**src/common/adc_rx_pkg.sv**
```systemverilog
`default_nettype none

package adc_rx_pkg;

  // word addresses, wb_adr_i[6:2]
  typedef enum logic [4:0] {
    DLY_LOAD_LO = 5'd0,   // lane bits
    DLY_LOAD_HI = 5'd1,   // frame clock bits + lclk
    DLY_RST_LO  = 5'd2,
    DLY_RST_HI  = 5'd3,
    DLY_VTC_LO  = 5'd4,
    DLY_VTC_HI  = 5'd5,
    DLY_VAL     = 5'd6,
    FCLK_ERR    = 5'd7,   // read only
    ISERDES_RST = 5'd8,
    MMCM_CTRL   = 5'd9,
    LCLK_CNT    = 5'd10,  // read only
    FCLK0_CNT   = 5'd11,
    FCLK1_CNT   = 5'd12,
    FCLK2_CNT   = 5'd13,
    FCLK3_CNT   = 5'd14,
    BITSLIP     = 5'd15,
    SNAP_TRIG   = 5'd16
  } reg_addr_e;

  localparam logic [7:0] FRAME_PATTERN = 8'hF0; // expected fclk word
  localparam int LANE_W = 8;                    // bits per lane word
  localparam int DLY_W  = 9;                    // idelay tap value

  // one delay control bit per lane, per frame clock, plus the line clock
  function automatic int dly_bits(input int num_units, input int num_fclks);
    return 8 * num_units + num_fclks + 1;
  endfunction

endpackage

`default_nettype wire

```
**src/common/adc_lane_ctrl_if.sv**
```systemverilog
`timescale 1ns/100ps
`default_nettype none

interface adc_lane_ctrl_if #(
  parameter int NUM_UNITS = 2,
  parameter int NUM_FCLKS = 1
) ();

  localparam int CW = adc_rx_pkg::dly_bits(NUM_UNITS, NUM_FCLKS);

  logic [CW-1:0]                delay_load;    // tap load, edge sensitive downstream
  logic [CW-1:0]                delay_rst;     // holds tap at zero
  logic [CW-1:0]                delay_en_vtc;  // blocks loads while set
  logic [adc_rx_pkg::DLY_W-1:0] delay_val;
  logic [4*NUM_UNITS-1:0]       bitslip;       // one per channel
  logic                         iserdes_rst;
  logic                         snapshot_trigger;

  // register side
  modport regs (
    output delay_load, delay_rst, delay_en_vtc, delay_val,
    output bitslip, iserdes_rst, snapshot_trigger
  );

  // aligner side
  modport lanes (
    input delay_load, delay_rst, delay_en_vtc, delay_val,
    input bitslip, iserdes_rst, snapshot_trigger
  );

endinterface

`default_nettype wire

```
**src/wb_ads5296_attach/wb_ads5296_attach.sv**
```systemverilog
`timescale 1ns/100ps
`default_nettype none

module wb_ads5296_attach #(
  parameter int NUM_UNITS = 2,
  parameter int NUM_FCLKS = 1,
  parameter int IS_MASTER = 0
) (
  input  logic              wb_clk_i,
  input  logic              wb_rst_i,
  input  logic [31:0]       wb_adr_i,
  input  logic [31:0]       wb_dat_i,
  input  logic [3:0]        wb_sel_i,
  input  logic              wb_we_i,
  input  logic              wb_cyc_i,
  input  logic              wb_stb_i,
  output logic [31:0]       wb_dat_o,
  output logic              wb_ack_o,
  output logic              wb_err_o,
  input  logic              mmcm_locked_i,
  output logic              mmcm_rst_o,
  output logic              mmcm_clksel_o,
  input  logic [31:0]       fclk_err_cnt_i,
  input  logic [31:0]       lclk_cnt_i,
  input  logic [4*32-1:0]   fclk_cnt_i,    // 4 words, unused ones zero
  adc_lane_ctrl_if.regs     ctrl
);

  localparam int LW = 8 * NUM_UNITS;  // lane bits in the LO words
  localparam int CW = adc_rx_pkg::dly_bits(NUM_UNITS, NUM_FCLKS);
  localparam int HW = CW - LW;        // fclk bits + lclk in the HI words
  localparam int BW = 4 * NUM_UNITS;

  adc_rx_pkg::reg_addr_e addr;
  logic        req;
  logic        ack_r;
  logic [31:0] rd_word;    // current value at addr
  logic [31:0] rd_data_r;
  logic [31:0] wr_mask;
  logic [31:0] wr_word;    // byte-merged write data

  logic [CW-1:0]                dly_load_r;
  logic [CW-1:0]                dly_rst_r;
  logic [CW-1:0]                dly_vtc_r;
  logic [adc_rx_pkg::DLY_W-1:0] dly_val_r;
  logic [BW-1:0]                bitslip_r;
  logic iserdes_rst_r;
  logic mmcm_rst_r;
  logic mmcm_clksel_r;
  logic snap_trig_r;

  assign addr = adc_rx_pkg::reg_addr_e'(wb_adr_i[6:2]);
  assign req  = wb_stb_i && wb_cyc_i && !ack_r;  // no wait states

  // byte lanes not selected keep their old contents
  assign wr_mask = {{8{wb_sel_i[3]}}, {8{wb_sel_i[2]}}, {8{wb_sel_i[1]}}, {8{wb_sel_i[0]}}};
  assign wr_word = (wb_dat_i & wr_mask) | (rd_word & ~wr_mask);

  // readback mux
  always_comb begin
    rd_word = 32'd0;  // undefined addresses
    case (addr)
      adc_rx_pkg::DLY_LOAD_LO: rd_word = 32'(dly_load_r[LW-1:0]);
      adc_rx_pkg::DLY_LOAD_HI: rd_word = 32'(dly_load_r[CW-1:LW]);
      adc_rx_pkg::DLY_RST_LO:  rd_word = 32'(dly_rst_r[LW-1:0]);
      adc_rx_pkg::DLY_RST_HI:  rd_word = 32'(dly_rst_r[CW-1:LW]);
      adc_rx_pkg::DLY_VTC_LO:  rd_word = 32'(dly_vtc_r[LW-1:0]);
      adc_rx_pkg::DLY_VTC_HI:  rd_word = 32'(dly_vtc_r[CW-1:LW]);
      adc_rx_pkg::DLY_VAL:     rd_word = 32'(dly_val_r);
      adc_rx_pkg::FCLK_ERR:    rd_word = fclk_err_cnt_i;
      adc_rx_pkg::ISERDES_RST: rd_word = {31'd0, iserdes_rst_r};
      adc_rx_pkg::MMCM_CTRL: begin
        // master 24, lock 16, clksel 8, rst 0
        rd_word = {7'd0, 1'(IS_MASTER), 7'd0, mmcm_locked_i,
                   7'd0, mmcm_clksel_r, 7'd0, mmcm_rst_r};
      end
      adc_rx_pkg::LCLK_CNT:    rd_word = lclk_cnt_i;
      adc_rx_pkg::FCLK0_CNT:   rd_word = fclk_cnt_i[31:0];
      adc_rx_pkg::FCLK1_CNT:   rd_word = (NUM_FCLKS > 1) ? fclk_cnt_i[63:32] : 32'd0;
      adc_rx_pkg::FCLK2_CNT:   rd_word = (NUM_FCLKS > 2) ? fclk_cnt_i[95:64] : 32'd0;
      adc_rx_pkg::FCLK3_CNT:   rd_word = (NUM_FCLKS > 3) ? fclk_cnt_i[127:96] : 32'd0;
      adc_rx_pkg::BITSLIP:     rd_word = 32'(bitslip_r);
      adc_rx_pkg::SNAP_TRIG:   rd_word = {31'd0, snap_trig_r};
      default:                 rd_word = 32'd0;
    endcase
  end

  // control registers, written at the ack edge
  always_ff @(posedge wb_clk_i) begin
    if (wb_rst_i) begin
      ack_r         <= 1'b0;
      dly_load_r    <= '0;
      dly_rst_r     <= '0;
      dly_vtc_r     <= '0;
      dly_val_r     <= '0;
      bitslip_r     <= '0;
      iserdes_rst_r <= 1'b0;
      mmcm_rst_r    <= 1'b0;
      mmcm_clksel_r <= 1'b0;
      snap_trig_r   <= 1'b0;
    end else begin
      ack_r <= req;  // single cycle, req drops once ack is up
      if (req && wb_we_i) begin
        case (addr)
          adc_rx_pkg::DLY_LOAD_LO: dly_load_r[LW-1:0] <= wr_word[LW-1:0];
          adc_rx_pkg::DLY_LOAD_HI: dly_load_r[CW-1:LW] <= wr_word[HW-1:0];
          adc_rx_pkg::DLY_RST_LO:  dly_rst_r[LW-1:0] <= wr_word[LW-1:0];
          adc_rx_pkg::DLY_RST_HI:  dly_rst_r[CW-1:LW] <= wr_word[HW-1:0];
          adc_rx_pkg::DLY_VTC_LO:  dly_vtc_r[LW-1:0] <= wr_word[LW-1:0];
          adc_rx_pkg::DLY_VTC_HI:  dly_vtc_r[CW-1:LW] <= wr_word[HW-1:0];
          adc_rx_pkg::DLY_VAL:     dly_val_r <= wr_word[adc_rx_pkg::DLY_W-1:0];
          adc_rx_pkg::ISERDES_RST: iserdes_rst_r <= wr_word[0];
          adc_rx_pkg::MMCM_CTRL: begin
            mmcm_rst_r    <= wr_word[0];
            mmcm_clksel_r <= wr_word[8];
          end
          adc_rx_pkg::BITSLIP:     bitslip_r <= wr_word[BW-1:0];
          adc_rx_pkg::SNAP_TRIG:   snap_trig_r <= wr_word[0];
          default: begin
          end  // status words ignore writes
        endcase
      end
    end
  end

  // read data sampled with the request
  always_ff @(posedge wb_clk_i) begin
    if (req && !wb_we_i)
      rd_data_r <= rd_word;
  end

  assign wb_ack_o = ack_r;
  assign wb_dat_o = ack_r ? rd_data_r : 32'd0;  // only valid during ack
  assign wb_err_o = 1'b0;

  assign mmcm_rst_o    = mmcm_rst_r;
  assign mmcm_clksel_o = mmcm_clksel_r;

  assign ctrl.delay_load       = dly_load_r;
  assign ctrl.delay_rst        = dly_rst_r;
  assign ctrl.delay_en_vtc     = dly_vtc_r;
  assign ctrl.delay_val        = dly_val_r;
  assign ctrl.bitslip          = bitslip_r;
  assign ctrl.iserdes_rst      = iserdes_rst_r;
  assign ctrl.snapshot_trigger = snap_trig_r;

endmodule

`default_nettype wire

```
**src/design/adc_frame_aligner.sv**
```systemverilog
`timescale 1ns/100ps
`default_nettype none

module adc_frame_aligner #(
  parameter int NUM_UNITS = 2,
  parameter int NUM_FCLKS = 1
) (
  input  logic wb_clk_i,
  input  logic wb_rst_i,
  input  logic [8*NUM_UNITS*adc_rx_pkg::LANE_W-1:0] lane_data_i,
  input  logic [7:0]                                fclk_data_i,
  input  logic                                      lane_valid_i,
  adc_lane_ctrl_if.lanes                            ctrl,
  output logic [8*NUM_UNITS*adc_rx_pkg::LANE_W-1:0] aligned_data_o,
  output logic [(8*NUM_UNITS+NUM_FCLKS+1)*adc_rx_pkg::DLY_W-1:0] delay_tap_o,
  output logic [31:0]                               fclk_err_cnt_o,
  output logic [8*NUM_UNITS*adc_rx_pkg::LANE_W-1:0] snap_data_o,
  output logic                                      snap_valid_o
);

  localparam int LW = adc_rx_pkg::LANE_W;
  localparam int TW = adc_rx_pkg::DLY_W;
  localparam int NL = 8 * NUM_UNITS;  // data lanes, two per channel
  localparam int BW = 4 * NUM_UNITS;  // channels
  localparam int CW = adc_rx_pkg::dly_bits(NUM_UNITS, NUM_FCLKS);

  logic [CW-1:0]    load_q;
  logic [CW-1:0]    load_rise;
  logic [CW*TW-1:0] tap_r;
  logic [BW-1:0]    bs_q;
  logic [BW-1:0]    bs_rise;
  logic [BW*3-1:0]  rot_r;      // 3 bit rotation per channel
  logic [NL*LW-1:0] rot_data;
  logic [31:0]      err_cnt;
  logic             trig_q;
  logic             trig_rise;

  // rotate left, via doubled word
  function automatic logic [LW-1:0] rotl(input logic [LW-1:0] w, input logic [2:0] r);
    logic [2*LW-1:0] dbl;
    dbl = {w, w} << r;
    return dbl[2*LW-1:LW];
  endfunction

  assign load_rise = ctrl.delay_load & ~load_q;
  assign bs_rise   = ctrl.bitslip & ~bs_q;
  assign trig_rise = ctrl.snapshot_trigger & ~trig_q;

  // delay taps
  always_ff @(posedge wb_clk_i) begin
    if (wb_rst_i) begin
      load_q <= '0;
      tap_r  <= '0;
    end else begin
      load_q <= ctrl.delay_load;
      for (int i = 0; i < CW; i++) begin
        if (ctrl.delay_rst[i])
          tap_r[i*TW +: TW] <= '0;  // rst wins over load
        else if (load_rise[i] && !ctrl.delay_en_vtc[i])
          tap_r[i*TW +: TW] <= ctrl.delay_val;  // vtc high blocks load
      end
    end
  end

  // bitslip rotation and frame error count
  always_ff @(posedge wb_clk_i) begin
    if (wb_rst_i) begin
      bs_q    <= '0;
      rot_r   <= '0;
      err_cnt <= '0;
    end else begin
      bs_q <= ctrl.bitslip;
      if (ctrl.iserdes_rst) begin
        rot_r   <= '0;
        err_cnt <= '0;
      end else begin
        for (int c = 0; c < BW; c++) begin
          if (bs_rise[c])
            rot_r[c*3 +: 3] <= rot_r[c*3 +: 3] + 3'd1;  // wraps mod 8
        end
        if (lane_valid_i && (fclk_data_i != adc_rx_pkg::FRAME_PATTERN))
          err_cnt <= err_cnt + 32'd1;
      end
    end
  end

  // both lanes of a channel share its rotation
  always_comb begin
    for (int l = 0; l < NL; l++)
      rot_data[l*LW +: LW] = rotl(lane_data_i[l*LW +: LW], rot_r[(l/2)*3 +: 3]);
  end

  // aligned output register
  always_ff @(posedge wb_clk_i) begin
    if (lane_valid_i)
      aligned_data_o <= rot_data;
  end

  // snapshot
  always_ff @(posedge wb_clk_i) begin
    if (wb_rst_i) begin
      trig_q       <= 1'b0;
      snap_valid_o <= 1'b0;
    end else begin
      trig_q       <= ctrl.snapshot_trigger;
      snap_valid_o <= trig_rise;  // one cycle pulse
    end
  end

  always_ff @(posedge wb_clk_i) begin
    if (trig_rise)
      snap_data_o <= aligned_data_o;
  end

  assign delay_tap_o    = tap_r;
  assign fclk_err_cnt_o = err_cnt;

endmodule

`default_nettype wire

```
**src/design/adc_clk_monitor.sv**
```systemverilog
`timescale 1ns/100ps
`default_nettype none

module adc_clk_monitor #(
  parameter int NUM_FCLKS   = 1,
  parameter int GATE_CYCLES = 256
) (
  input  logic                 wb_clk_i,
  input  logic                 wb_rst_i,
  input  logic                 lclk_smp_i,
  input  logic [NUM_FCLKS-1:0] fclk_smp_i,
  output logic [31:0]          lclk_cnt_o,
  output logic [4*32-1:0]      fclk_cnt_o
);

  localparam int NC = NUM_FCLKS + 1;          // slot 0 is lclk
  localparam int GW = $clog2(GATE_CYCLES);

  logic [NC-1:0] smp_s1;
  logic [NC-1:0] smp_s2;
  logic [NC-1:0] smp_s3;   // previous synced value
  logic [NC-1:0] rise;
  logic [GW-1:0] gate_cnt;
  logic          gate_end;
  logic [31:0]   run_cnt [NC];
  logic [31:0]   lat_cnt [NC];

  assign rise     = smp_s2 & ~smp_s3;
  assign gate_end = (gate_cnt == GW'(GATE_CYCLES - 1));

  always_ff @(posedge wb_clk_i) begin
    if (wb_rst_i) begin
      smp_s1   <= '0;
      smp_s2   <= '0;
      smp_s3   <= '0;
      gate_cnt <= '0;
      for (int i = 0; i < NC; i++) begin
        run_cnt[i] <= '0;
        lat_cnt[i] <= '0;
      end
    end else begin
      smp_s1   <= {fclk_smp_i, lclk_smp_i};  // two flop sync
      smp_s2   <= smp_s1;
      smp_s3   <= smp_s2;
      gate_cnt <= gate_end ? '0 : gate_cnt + 1'b1;
      for (int i = 0; i < NC; i++) begin
        if (gate_end) begin
          lat_cnt[i] <= run_cnt[i] + 32'(rise[i]);  // last cycle counts too
          run_cnt[i] <= '0;
        end else begin
          run_cnt[i] <= run_cnt[i] + 32'(rise[i]);
        end
      end
    end
  end

  assign lclk_cnt_o = lat_cnt[0];

  // fixed 4 word output, missing frame clocks stay zero
  for (genvar k = 0; k < 4; k++) begin : g_fclk_out
    if (k < NUM_FCLKS) begin : g_used
      assign fclk_cnt_o[k*32 +: 32] = lat_cnt[k+1];
    end else begin : g_unused
      assign fclk_cnt_o[k*32 +: 32] = 32'd0;
    end
  end

endmodule

`default_nettype wire

```
**src/design/adc_rx_top.sv**
```systemverilog
`timescale 1ns/100ps
`default_nettype none

module adc_rx_top #(
  parameter int NUM_UNITS   = 2,    // 1 to 4, 4 channels of 2 lanes each
  parameter int NUM_FCLKS   = 1,    // 1 to 4
  parameter int IS_MASTER   = 0,
  parameter int GATE_CYCLES = 256
) (
  input  logic        wb_clk_i,
  input  logic        wb_rst_i,
  input  logic [31:0] wb_adr_i,
  input  logic [31:0] wb_dat_i,
  input  logic [3:0]  wb_sel_i,
  input  logic        wb_we_i,
  input  logic        wb_cyc_i,
  input  logic        wb_stb_i,
  output logic [31:0] wb_dat_o,
  output logic        wb_ack_o,
  output logic        wb_err_o,
  input  logic        mmcm_locked_i,
  output logic        mmcm_rst_o,
  output logic        mmcm_clksel_o,
  input  logic [8*NUM_UNITS*adc_rx_pkg::LANE_W-1:0] lane_data_i,
  input  logic [7:0]                                fclk_data_i,
  input  logic                                      lane_valid_i,
  input  logic                                      lclk_smp_i,
  input  logic [NUM_FCLKS-1:0]                      fclk_smp_i,
  output logic [8*NUM_UNITS*adc_rx_pkg::LANE_W-1:0] aligned_data_o,
  output logic [(8*NUM_UNITS+NUM_FCLKS+1)*adc_rx_pkg::DLY_W-1:0] delay_tap_o,
  output logic [8*NUM_UNITS*adc_rx_pkg::LANE_W-1:0] snap_data_o,
  output logic                                      snap_valid_o
);

  logic [31:0]     fclk_err_cnt;
  logic [31:0]     lclk_cnt;
  logic [4*32-1:0] fclk_cnt;

  // register block to aligner
  adc_lane_ctrl_if #(.NUM_UNITS(NUM_UNITS), .NUM_FCLKS(NUM_FCLKS)) u_ctrl_if ();

  wb_ads5296_attach #(
    .NUM_UNITS(NUM_UNITS), .NUM_FCLKS(NUM_FCLKS), .IS_MASTER(IS_MASTER)
  ) u_attach (
    .wb_clk_i(wb_clk_i), .wb_rst_i(wb_rst_i),
    .wb_adr_i(wb_adr_i), .wb_dat_i(wb_dat_i), .wb_sel_i(wb_sel_i), .wb_we_i(wb_we_i),
    .wb_cyc_i(wb_cyc_i), .wb_stb_i(wb_stb_i),
    .wb_dat_o(wb_dat_o), .wb_ack_o(wb_ack_o), .wb_err_o(wb_err_o),
    .mmcm_locked_i(mmcm_locked_i), .mmcm_rst_o(mmcm_rst_o), .mmcm_clksel_o(mmcm_clksel_o),
    .fclk_err_cnt_i(fclk_err_cnt), .lclk_cnt_i(lclk_cnt), .fclk_cnt_i(fclk_cnt),
    .ctrl(u_ctrl_if.regs)
  );

  adc_frame_aligner #(.NUM_UNITS(NUM_UNITS), .NUM_FCLKS(NUM_FCLKS)) u_aligner (
    .wb_clk_i(wb_clk_i), .wb_rst_i(wb_rst_i),
    .lane_data_i(lane_data_i), .fclk_data_i(fclk_data_i), .lane_valid_i(lane_valid_i),
    .ctrl(u_ctrl_if.lanes),
    .aligned_data_o(aligned_data_o), .delay_tap_o(delay_tap_o),
    .fclk_err_cnt_o(fclk_err_cnt),
    .snap_data_o(snap_data_o), .snap_valid_o(snap_valid_o)
  );

  adc_clk_monitor #(.NUM_FCLKS(NUM_FCLKS), .GATE_CYCLES(GATE_CYCLES)) u_clk_mon (
    .wb_clk_i(wb_clk_i), .wb_rst_i(wb_rst_i),
    .lclk_smp_i(lclk_smp_i), .fclk_smp_i(fclk_smp_i),
    .lclk_cnt_o(lclk_cnt), .fclk_cnt_o(fclk_cnt)
  );

endmodule

`default_nettype wire

```
**config.mk**
```make
export PLATFORM = sky130hd
export DESIGN_NAME = adc_rx_top
export DESIGN_NICKNAME = d
export VERILOG_FILES = /design/src/common/adc_rx_pkg.sv /design/src/common/adc_lane_ctrl_if.sv /design/src/wb_ads5296_attach/wb_ads5296_attach.sv /design/src/design/adc_frame_aligner.sv /design/src/design/adc_clk_monitor.sv /design/src/design/adc_rx_top.sv
export SDC_FILE = /design/constraint.sdc
export NUM_CORES = 1
export LEC_CHECK = 0
export BUFFER_PORTS_ARGS = -buffer_cell sky130_fd_sc_hd__buf_2
export CAP_MARGIN = 20
export CORE_MARGIN = 10
export CORE_UTILIZATION = 50
export CTS_BUF_LIST = sky130_fd_sc_hd__clkbuf_8 sky130_fd_sc_hd__clkbuf_16
export DETAILED_ROUTE_END_ITERATION = 10
export HOLD_SLACK_MARGIN = 0.1
export PLACE_DENSITY = 0.85
export SYNTH_ARGS = -nofsm -noshare
export SYNTH_HDL_FRONTEND = slang
export SYNTH_SLANG_ARGS = --single-unit
```
**constraint.sdc**
```tcl
create_clock -name wb_clk_i -period 14.7 [get_ports wb_clk_i]
set_clock_uncertainty 0.15 [all_clocks]
set_input_delay 1.47 -clock wb_clk_i [delete_from_list [all_inputs] [get_ports wb_clk_i]]
set_output_delay 1.47 -clock wb_clk_i [all_outputs]
set_load 0.01 [all_outputs]
```
==> After elaboration in Yosys (flattened, before gate mapping) <==
Memory sizes are Yosys's and may differ from the RTL's.
Cells that the tools add are included.
{ "op_classes": {"mux": 16, "bitwise_logic": 18, "n_lt_le_gt_ge": 0, "mul": 0, "reduce_logical": 75, "addsub": 12, "n_div": 0, "eq_ne": 15, "shifts": 16} }
{ "op_table": {"columns": ["cell", "count"], "rows": [
  ["$pmux W32 S14", 1],
  ["$shl A16 B3 Y16", 16],
  ["$mux W32", 7],
  ["$add A32 B1 Y32", 2],
  ["$reduce_or A2 Y1", 20],
  ["$add A32 B1 Y32 const B", 1],
  ["$and A16 B16 Y16", 2],
  ["$eq A5 B4 Y1 const B", 5],
  ["$add A3 B1 Y3 const B", 8],
  ["$logic_and A1 B1 Y1", 23],
  ["$reduce_and A2 Y1", 11],
  ["$eq A5 B3 Y1 const B", 4],
  ["$logic_not A1 Y1", 20],
  ["$and A18 B18 Y18", 1],
  ["$not A18 Y18", 1],
  ["$not A16 Y16", 1],
  ["$or A16 B16 Y16", 1],
  ["$eq A5 B2 Y1 const B", 2],
  ["$add A8 B1 Y8 const B", 1],
  ["$and A8 B8 Y8", 1],
  ["$eq A8 B8 Y1 const B", 1],
  ["$mux W1", 8],
  ["$ne A8 B8 Y1 const B", 1],
  ["$not A8 Y8", 1],
  ["8 further kinds", 13]
]} }
{ "word_totals": {"romBits": 0, "latch_bits": 0, "mem_count": 2, "elab_cells": 205, "inputBits": 213, "ramBits": 128, "reg_bits": 624} }
{ "mem_list": {"columns": ["memory", "depth", "word_bits", "read_ports", "rd_ports_with_merged_regs", "write_ports", "line_no", "rtl"], "rows": [
  ["u_clk_mon.lat_cnt", 2, 32, 2, 0, 2, "adc_clk_monitor.sv:26", "logic [31:0] lat_cnt [NC];"],
  ["u_clk_mon.run_cnt", 2, 32, 2, 0, 2, "adc_clk_monitor.sv:25", "logic [31:0] run_cnt [NC];"]
]} }

==> Logic depth before layout (Yosys ltp) <==
{ "logic_depth": {"ltp_word": 6, "mapped_depth": 9} }

==> By module <==
From an unflattened synthesis, not the netlist that was laid out.
{ "unflattened": {"hier_cells": 2698, "area_unflattened_um2": 34110.2} }
{ "by_module_without_submodules": {"columns": ["module", "cells_per_inst", "seq_area_each_um2", "area_per_inst_um2", "n_inst"], "rows": [
  ["adc_frame_aligner", 1488, 12612.1, 21635.8, 1],
  ["adc_clk_monitor", 623, 4124.0, 7008.0, 1],
  ["wb_ads5296_attach", 587, 2482.4, 5466.5, 1]
]} }

==> Worst setup path before layout <==
Ideal clock, no wire load.
{ "synth_path": {"path_type": "flip-flop to flip-flop", "from": "register u_attach.snap_trig_r (netlist: u_attach.ctrl.snapshot_trigger)", "to": "register u_aligner.snap_data_o[0] (netlist name), enable pin", "stages_incl_launch_ff": 2, "n_path_buf": 0, "setup_ps": 633, "arrival_time_ps": 6003, "synth_period_minus_slack_ps": 6786, "path_slack_ps": 7914, "path_cell_list": "dfxtp_1 > nor2b_1"} }
{ "synth_via": {"elab_chain_cells": 1} }
{ "synth_lines": {"columns": ["item", "line_no", "rtl"], "rows": [
  ["start, declared", "wb_ads5296_attach.sv:50", "logic snap_trig_r;"],
  ["start signal, assigned", "wb_ads5296_attach.sv:118", "adc_rx_pkg::SNAP_TRIG: snap_trig_r <= wr_word[0];"],
  ["$and A1 B1 Y1", "adc_frame_aligner.sv:47", "assign trig_rise = ctrl.snapshot_trigger & ~trig_q;"],
  ["net u_aligner.trig_rise", "adc_frame_aligner.sv:36", "logic trig_rise;"],
  ["end signal, assigned", "adc_frame_aligner.sv:112", "snap_data_o <= aligned_data_o;"],
  ["end, declared", "adc_frame_aligner.sv:17", "output logic [8*NUM_UNITS*adc_rx_pkg::LANE_W-1:0] snap_data_o,"]
]} }
The timed path passes the listed nets, and every way through them passes these cells.
A chain may end at the register's enable or synchronous reset.

==> Final worst setup path <==
{ "layout_path": {"from": "input wb_adr_i[4]", "to": "register u_attach.dly_vtc_r[5] (netlist: u_attach.ctrl.delay_en_vtc[5])"} }
{ "layout_via": {"elab_chain_cells": 4, "word_cells_on_any_way": 18, "cone_classes": "eq/ne (13); mux (1); bitwise (2); reduce/logical (2)"} }
{ "layout_lines": {"columns": ["item", "line_no", "rtl"], "rows": [
  ["start, declared", "adc_rx_top.sv:12", "input logic [31:0] wb_adr_i,"],
  ["$eq A5 B5 Y1, or another cell as far along", "wb_ads5296_attach.sv:62", "case (addr)"],
  ["$pmux W32 S14", "wb_ads5296_attach.sv:62", null],
  ["$and A16 B16 Y16", "wb_ads5296_attach.sv:57", "assign wr_word = (wb_dat_i & wr_mask) | (rd_word & ~wr_mask);"],
  ["$or A16 B16 Y16", "wb_ads5296_attach.sv:57", null],
  ["end signal, assigned by index", "wb_ads5296_attach.sv:109", "adc_rx_pkg::DLY_VTC_LO: dly_vtc_r[LW-1:0] <= wr_word[LW-1:0];"],
  ["end signal, assigned by index", "wb_ads5296_attach.sv:110", "adc_rx_pkg::DLY_VTC_HI: dly_vtc_r[CW-1:LW] <= wr_word[HW-1:0];"],
  ["end, declared", "wb_ads5296_attach.sv:44", "logic [CW-1:0] dly_vtc_r;"]
]} }
Parallel ways exist; a longest one is shown, timed or not.

==> reports/results.tsv <==
stage	metric	value	unit
placement	placement.io_buffers	621	
routing	firstDrtPassIters	7	
power_and_ir_drop	irDropWorstVdd	0.00008610	V
cts	root_buffer	clkbuf_16	
synth	synth.ff_latch_count	752	
synth	ys_warn_count	0	
floorplan	die-height	277.3	um
grt	grt_pass1_vias	23940	
synth	synth.most_common_cell	edfxtp_1	
timing	fin_setup_tns	0	ns
timing	slew_violations	0	
grt	overflow	0	
timing	finalSetupViolCount	0	
grt	grt_antenna_before_repair	20	
worst_setup_path	critPathMaxStageDelay	0.68	ns
synth	synthCells	2605	
routing	wl	102.6	mm
cts	cts_resized	0	
synth	synth_area_leaders	edfxtp_1 38%, dfxtp_1 20%, mux4_2 8.8%	
cts	cts_buffers	77	
timing	hold_viol_final	0	
synth	synth_cell_type_count	77	
floorplan	dieArea	76870	um2
timing	rsz0062_at_grt	no	
worst_setup_path	r2r_start	u_clk_mon.gate_cnt[2]	
cts	clkLatencyLatePin	0.63	ns
worst_setup_path	reg2reg_slack	11.76	ns
cells_and_area	syn2layout_area_growth	20.09	%
worst_setup_path	critPathKind	primary input to flip-flop	
worst_setup_path	crit_chain	buf_2, or3b_2, nor2_1, nand2_1, and3_1, a31o_2	
synth	yosysTopAreaCell	edfxtp_1	
worst_setup_path	cp_max_fo	40	
cts	max-clock-path-buffers	3	
grt	grt_first_pass_wirelength	152.0	mm
cells_and_area	final_core_util	60.55	%
timing	relSlewSlack	22.05	%
routing	avgRoutedWirePerCell	24.78	um
cts	cts_tree	done	
cts	clk_pin_slew_worst_paths	0.06	ns
worst_setup_path	cp-start-kind	primary input	
worst_hold_path	worstHoldPathType	flip-flop to flip-flop	
status	status	finished, final reports clean	
routing	ant_nets	0	
routing	drt-initial-drc-count	2862	
power_and_ir_drop	power_density	113.1	nW/um2
grt	track_usage	25.46	%
synth	synth.avg_cell_area	12.70	um2
synth	ys.flop_type	edfxtp_1	
worst_setup_path	worst-endpoint-arrival	4.50	ns
floorplan	die-width	277.3	um
placement	dpl.hpwl	74.66	mm
floorplan	fp-row-count	94	
placement	place.gp.congestion	0.9697	
worst_setup_path	crit_slowest_cell	nand2_1	
worst_setup_path	worst-path-buf-inv	1	
cts	cts_hold_buf	0	
worst_setup_path	cp_num_cells	6	
worst_setup_path	reg2reg_depth	6	
floorplan	start_util	50.42	%
synth	synth.yosys.seq_area_share	58.08	%
synth	synth_edf_count	416	
cts	htree_num_levels	3	
routing	vias	24520	
power_and_ir_drop	leakage	15.09	nW
routing	vias_per_cell	5.921	
synth	ys_top_cells_by_count	416 x edfxtp_1, 359 x nor2_1, 336 x dfxtp_1, 184 x mux2i_1, 136 x mux2_2	
synth	syn_area	33090	um2
timing	worst_slew_pin_slew	1.160	ns
worst_setup_path	worst_path_dominant_cell_family	simple AND/OR/NAND/NOR gates	
routing	drc	0	
timing	fin_crit_sh	28.09	%
floorplan	ios	668	
cts	postCtsSetupBuffers	0	
floorplan	core_area	65630	um2
grt	grt_max_degree	83	
cells_and_area	fillers	4908	
cells_and_area	drive_gt1_share	32.96	%
timing	fmax	242.2	MHz
worst_setup_path	worstPathRequired	15.07	ns
worst_setup_path	critPathCapture	u_attach.ctrl.delay_en_vtc[5]	
synth	synth.top_cell.area_share	37.75	%
worst_setup_path	critPathLaunch	wb_adr_i[4]	
synth	async_flop_share	0	%
run	maxCapViolCount	0	
worst_setup_path	rr_endpoint	u_clk_mon.run_cnt[1][8]	
worst_setup_path	crit_path_end_kind	flip-flop	
cells_and_area	nNetsFinal	3435	
timing	layout_min_cycle_time	4.129	ns
cts	cts.sinks	752	
[layer usage]
| metal | track usage, % | share of wire, % |
|---|---|---|
| met4 | 13.46 | 5.4 |
| met2 | 44.42 | 51 |
| met1 | 28.62 | 35 |
| met5 | 0 | 0.097 |
| met3 | 5.895 | 9.0 |
[state kept, by name (all words and copies together) (netlist names), 9 cells and up]
register	count
u_aligner.rot_r	24
u_aligner.fclk_err_cnt_o	32
u_attach.ctrl.delay_val	9
u_clk_mon.lat_cnt	64
u_aligner.aligned_data_o	128
u_aligner.snap_data_o	128
u_attach.rd_data_r	32
u_attach.ctrl.delay_rst	18
u_attach.ctrl.delay_en_vtc	18
u_attach.ctrl.delay_load	18
u_clk_mon.run_cnt	64
u_aligner.load_q	18
u_aligner.delay_tap_o	162
[worst reg2reg max path: cells and delay by family, from the launching register on]
kind / cells / cell delay [ns]
and+or+nand+nor: 3 / 0.56
AOI/OAI and AO/OA: 1 / 0.18
buffers and inverters: 2 / 1.39
DFF: 1 / 0.38
[layout make-up]
type | instances | area [um2] | area share (%)
diodes | 9 | 22.52 | 0.05668
clock buffers | 89 | 2126 | 5.350
multi-input cells | 1686 | 13340 | 33.58
repair buffers | 644 | 3351 | 8.432
clock inverters | 50 | 417.9 | 1.052
well taps | 864 | 1081 | 2.720
inverters | 47 | 176.4 | 0.4440
flip-flops and latches | 752 | 19220 | 48.36
[worst min path at each step]
stage | from | to | slack (ns) | cells after the start
global route | u_aligner.aligned_data_o[70] | u_aligner.snap_data_o[70] | 0.30 | 0
global placement | u_clk_mon.smp_s1[1] | u_clk_mon.smp_s2[1] | 0.27 | 1
CTS | u_aligner.aligned_data_o[113] | u_aligner.snap_data_o[113] | 0.28 | 0
floorplan | u_clk_mon.smp_s1[0] | u_clk_mon.smp_s2[0] | 0.26 | 1
detailed placement | u_clk_mon.smp_s1[1] | u_clk_mon.smp_s2[1] | 0.28 | 1
finish | u_aligner.aligned_data_o[113] | u_aligner.snap_data_o[113] | 0.28 | 0
[logic make-up after synthesis]
logic type      share of synthesized area, %
xor+xnor                               2.594
mux                                    18.97
buf+inv                                2.685
compound gates                         4.356
fa+ha+maj                             0.5294
simple gates                           12.76
flops                                  58.08
other cells                          0.02270
[layout by cell type (no fill, tap or decap), types with 12 or more instances in the layout]
| master | count |
|---|---|
| buf_2 | 620 |
| edfxtp_1 | 416 |
| nor2_1 | 357 |
| dfxtp_1 | 336 |
| mux2i_1 | 184 |
| mux2_2 | 136 |
| mux4_2 | 129 |
| nand2_1 | 106 |
| nand3_1 | 88 |
| clkbuf_16 | 80 |
| conb_1 | 65 |
| inv_1 | 64 |
| o21ai_0 | 63 |
| xnor2_1 | 52 |
| nor2b_1 | 51 |
| xor2_1 | 46 |
| and2_1 | 45 |
| nand4_1 | 33 |
| and3_1 | 25 |
| a21oi_1 | 25 |
| nor4_1 | 22 |
| buf_4 | 19 |
| nor3b_2 | 18 |
| or2_2 | 17 |
| or3_1 | 17 |
| a222oi_1 | 16 |
| nor3_1 | 15 |
| ha_1 | 14 |
| nor3b_1 | 12 |
| a22o_1 | 12 |
[where the power goes]
part | internal (mW) | leakage, nW | switching [mW]
Clock | 1.13 | 1.32 | 0.833
Sequential | 2.26 | 6.76 | 0.0321
Combinational | 0.0931 | 7.01 | 0.145
[stage by stage]
| stage | hold slack [ns] | std cells | area [um2] | setup WS [ns] | total power, mW |
|---|---|---|---|---|---|
| global route | 0.2986 | 4138 | 39730 | 10.51 | 4.616 |
| detailed placement | 0.2760 | 3987 | 37060 | 10.08 | 2.567 |
| CTS | 0.2801 | 4126 | 39600 | 10.74 | 4.512 |
| finish | 0.2830 | 4141 | 39740 | 10.57 | 4.494 |
| global placement | 0.2666 | 3987 | 37060 | 10.10 | 2.555 |
| floorplan | 0.2638 | 2668 | 33330 | 7.914 | 2.456 |
Power figures use the tool's default switching activity.
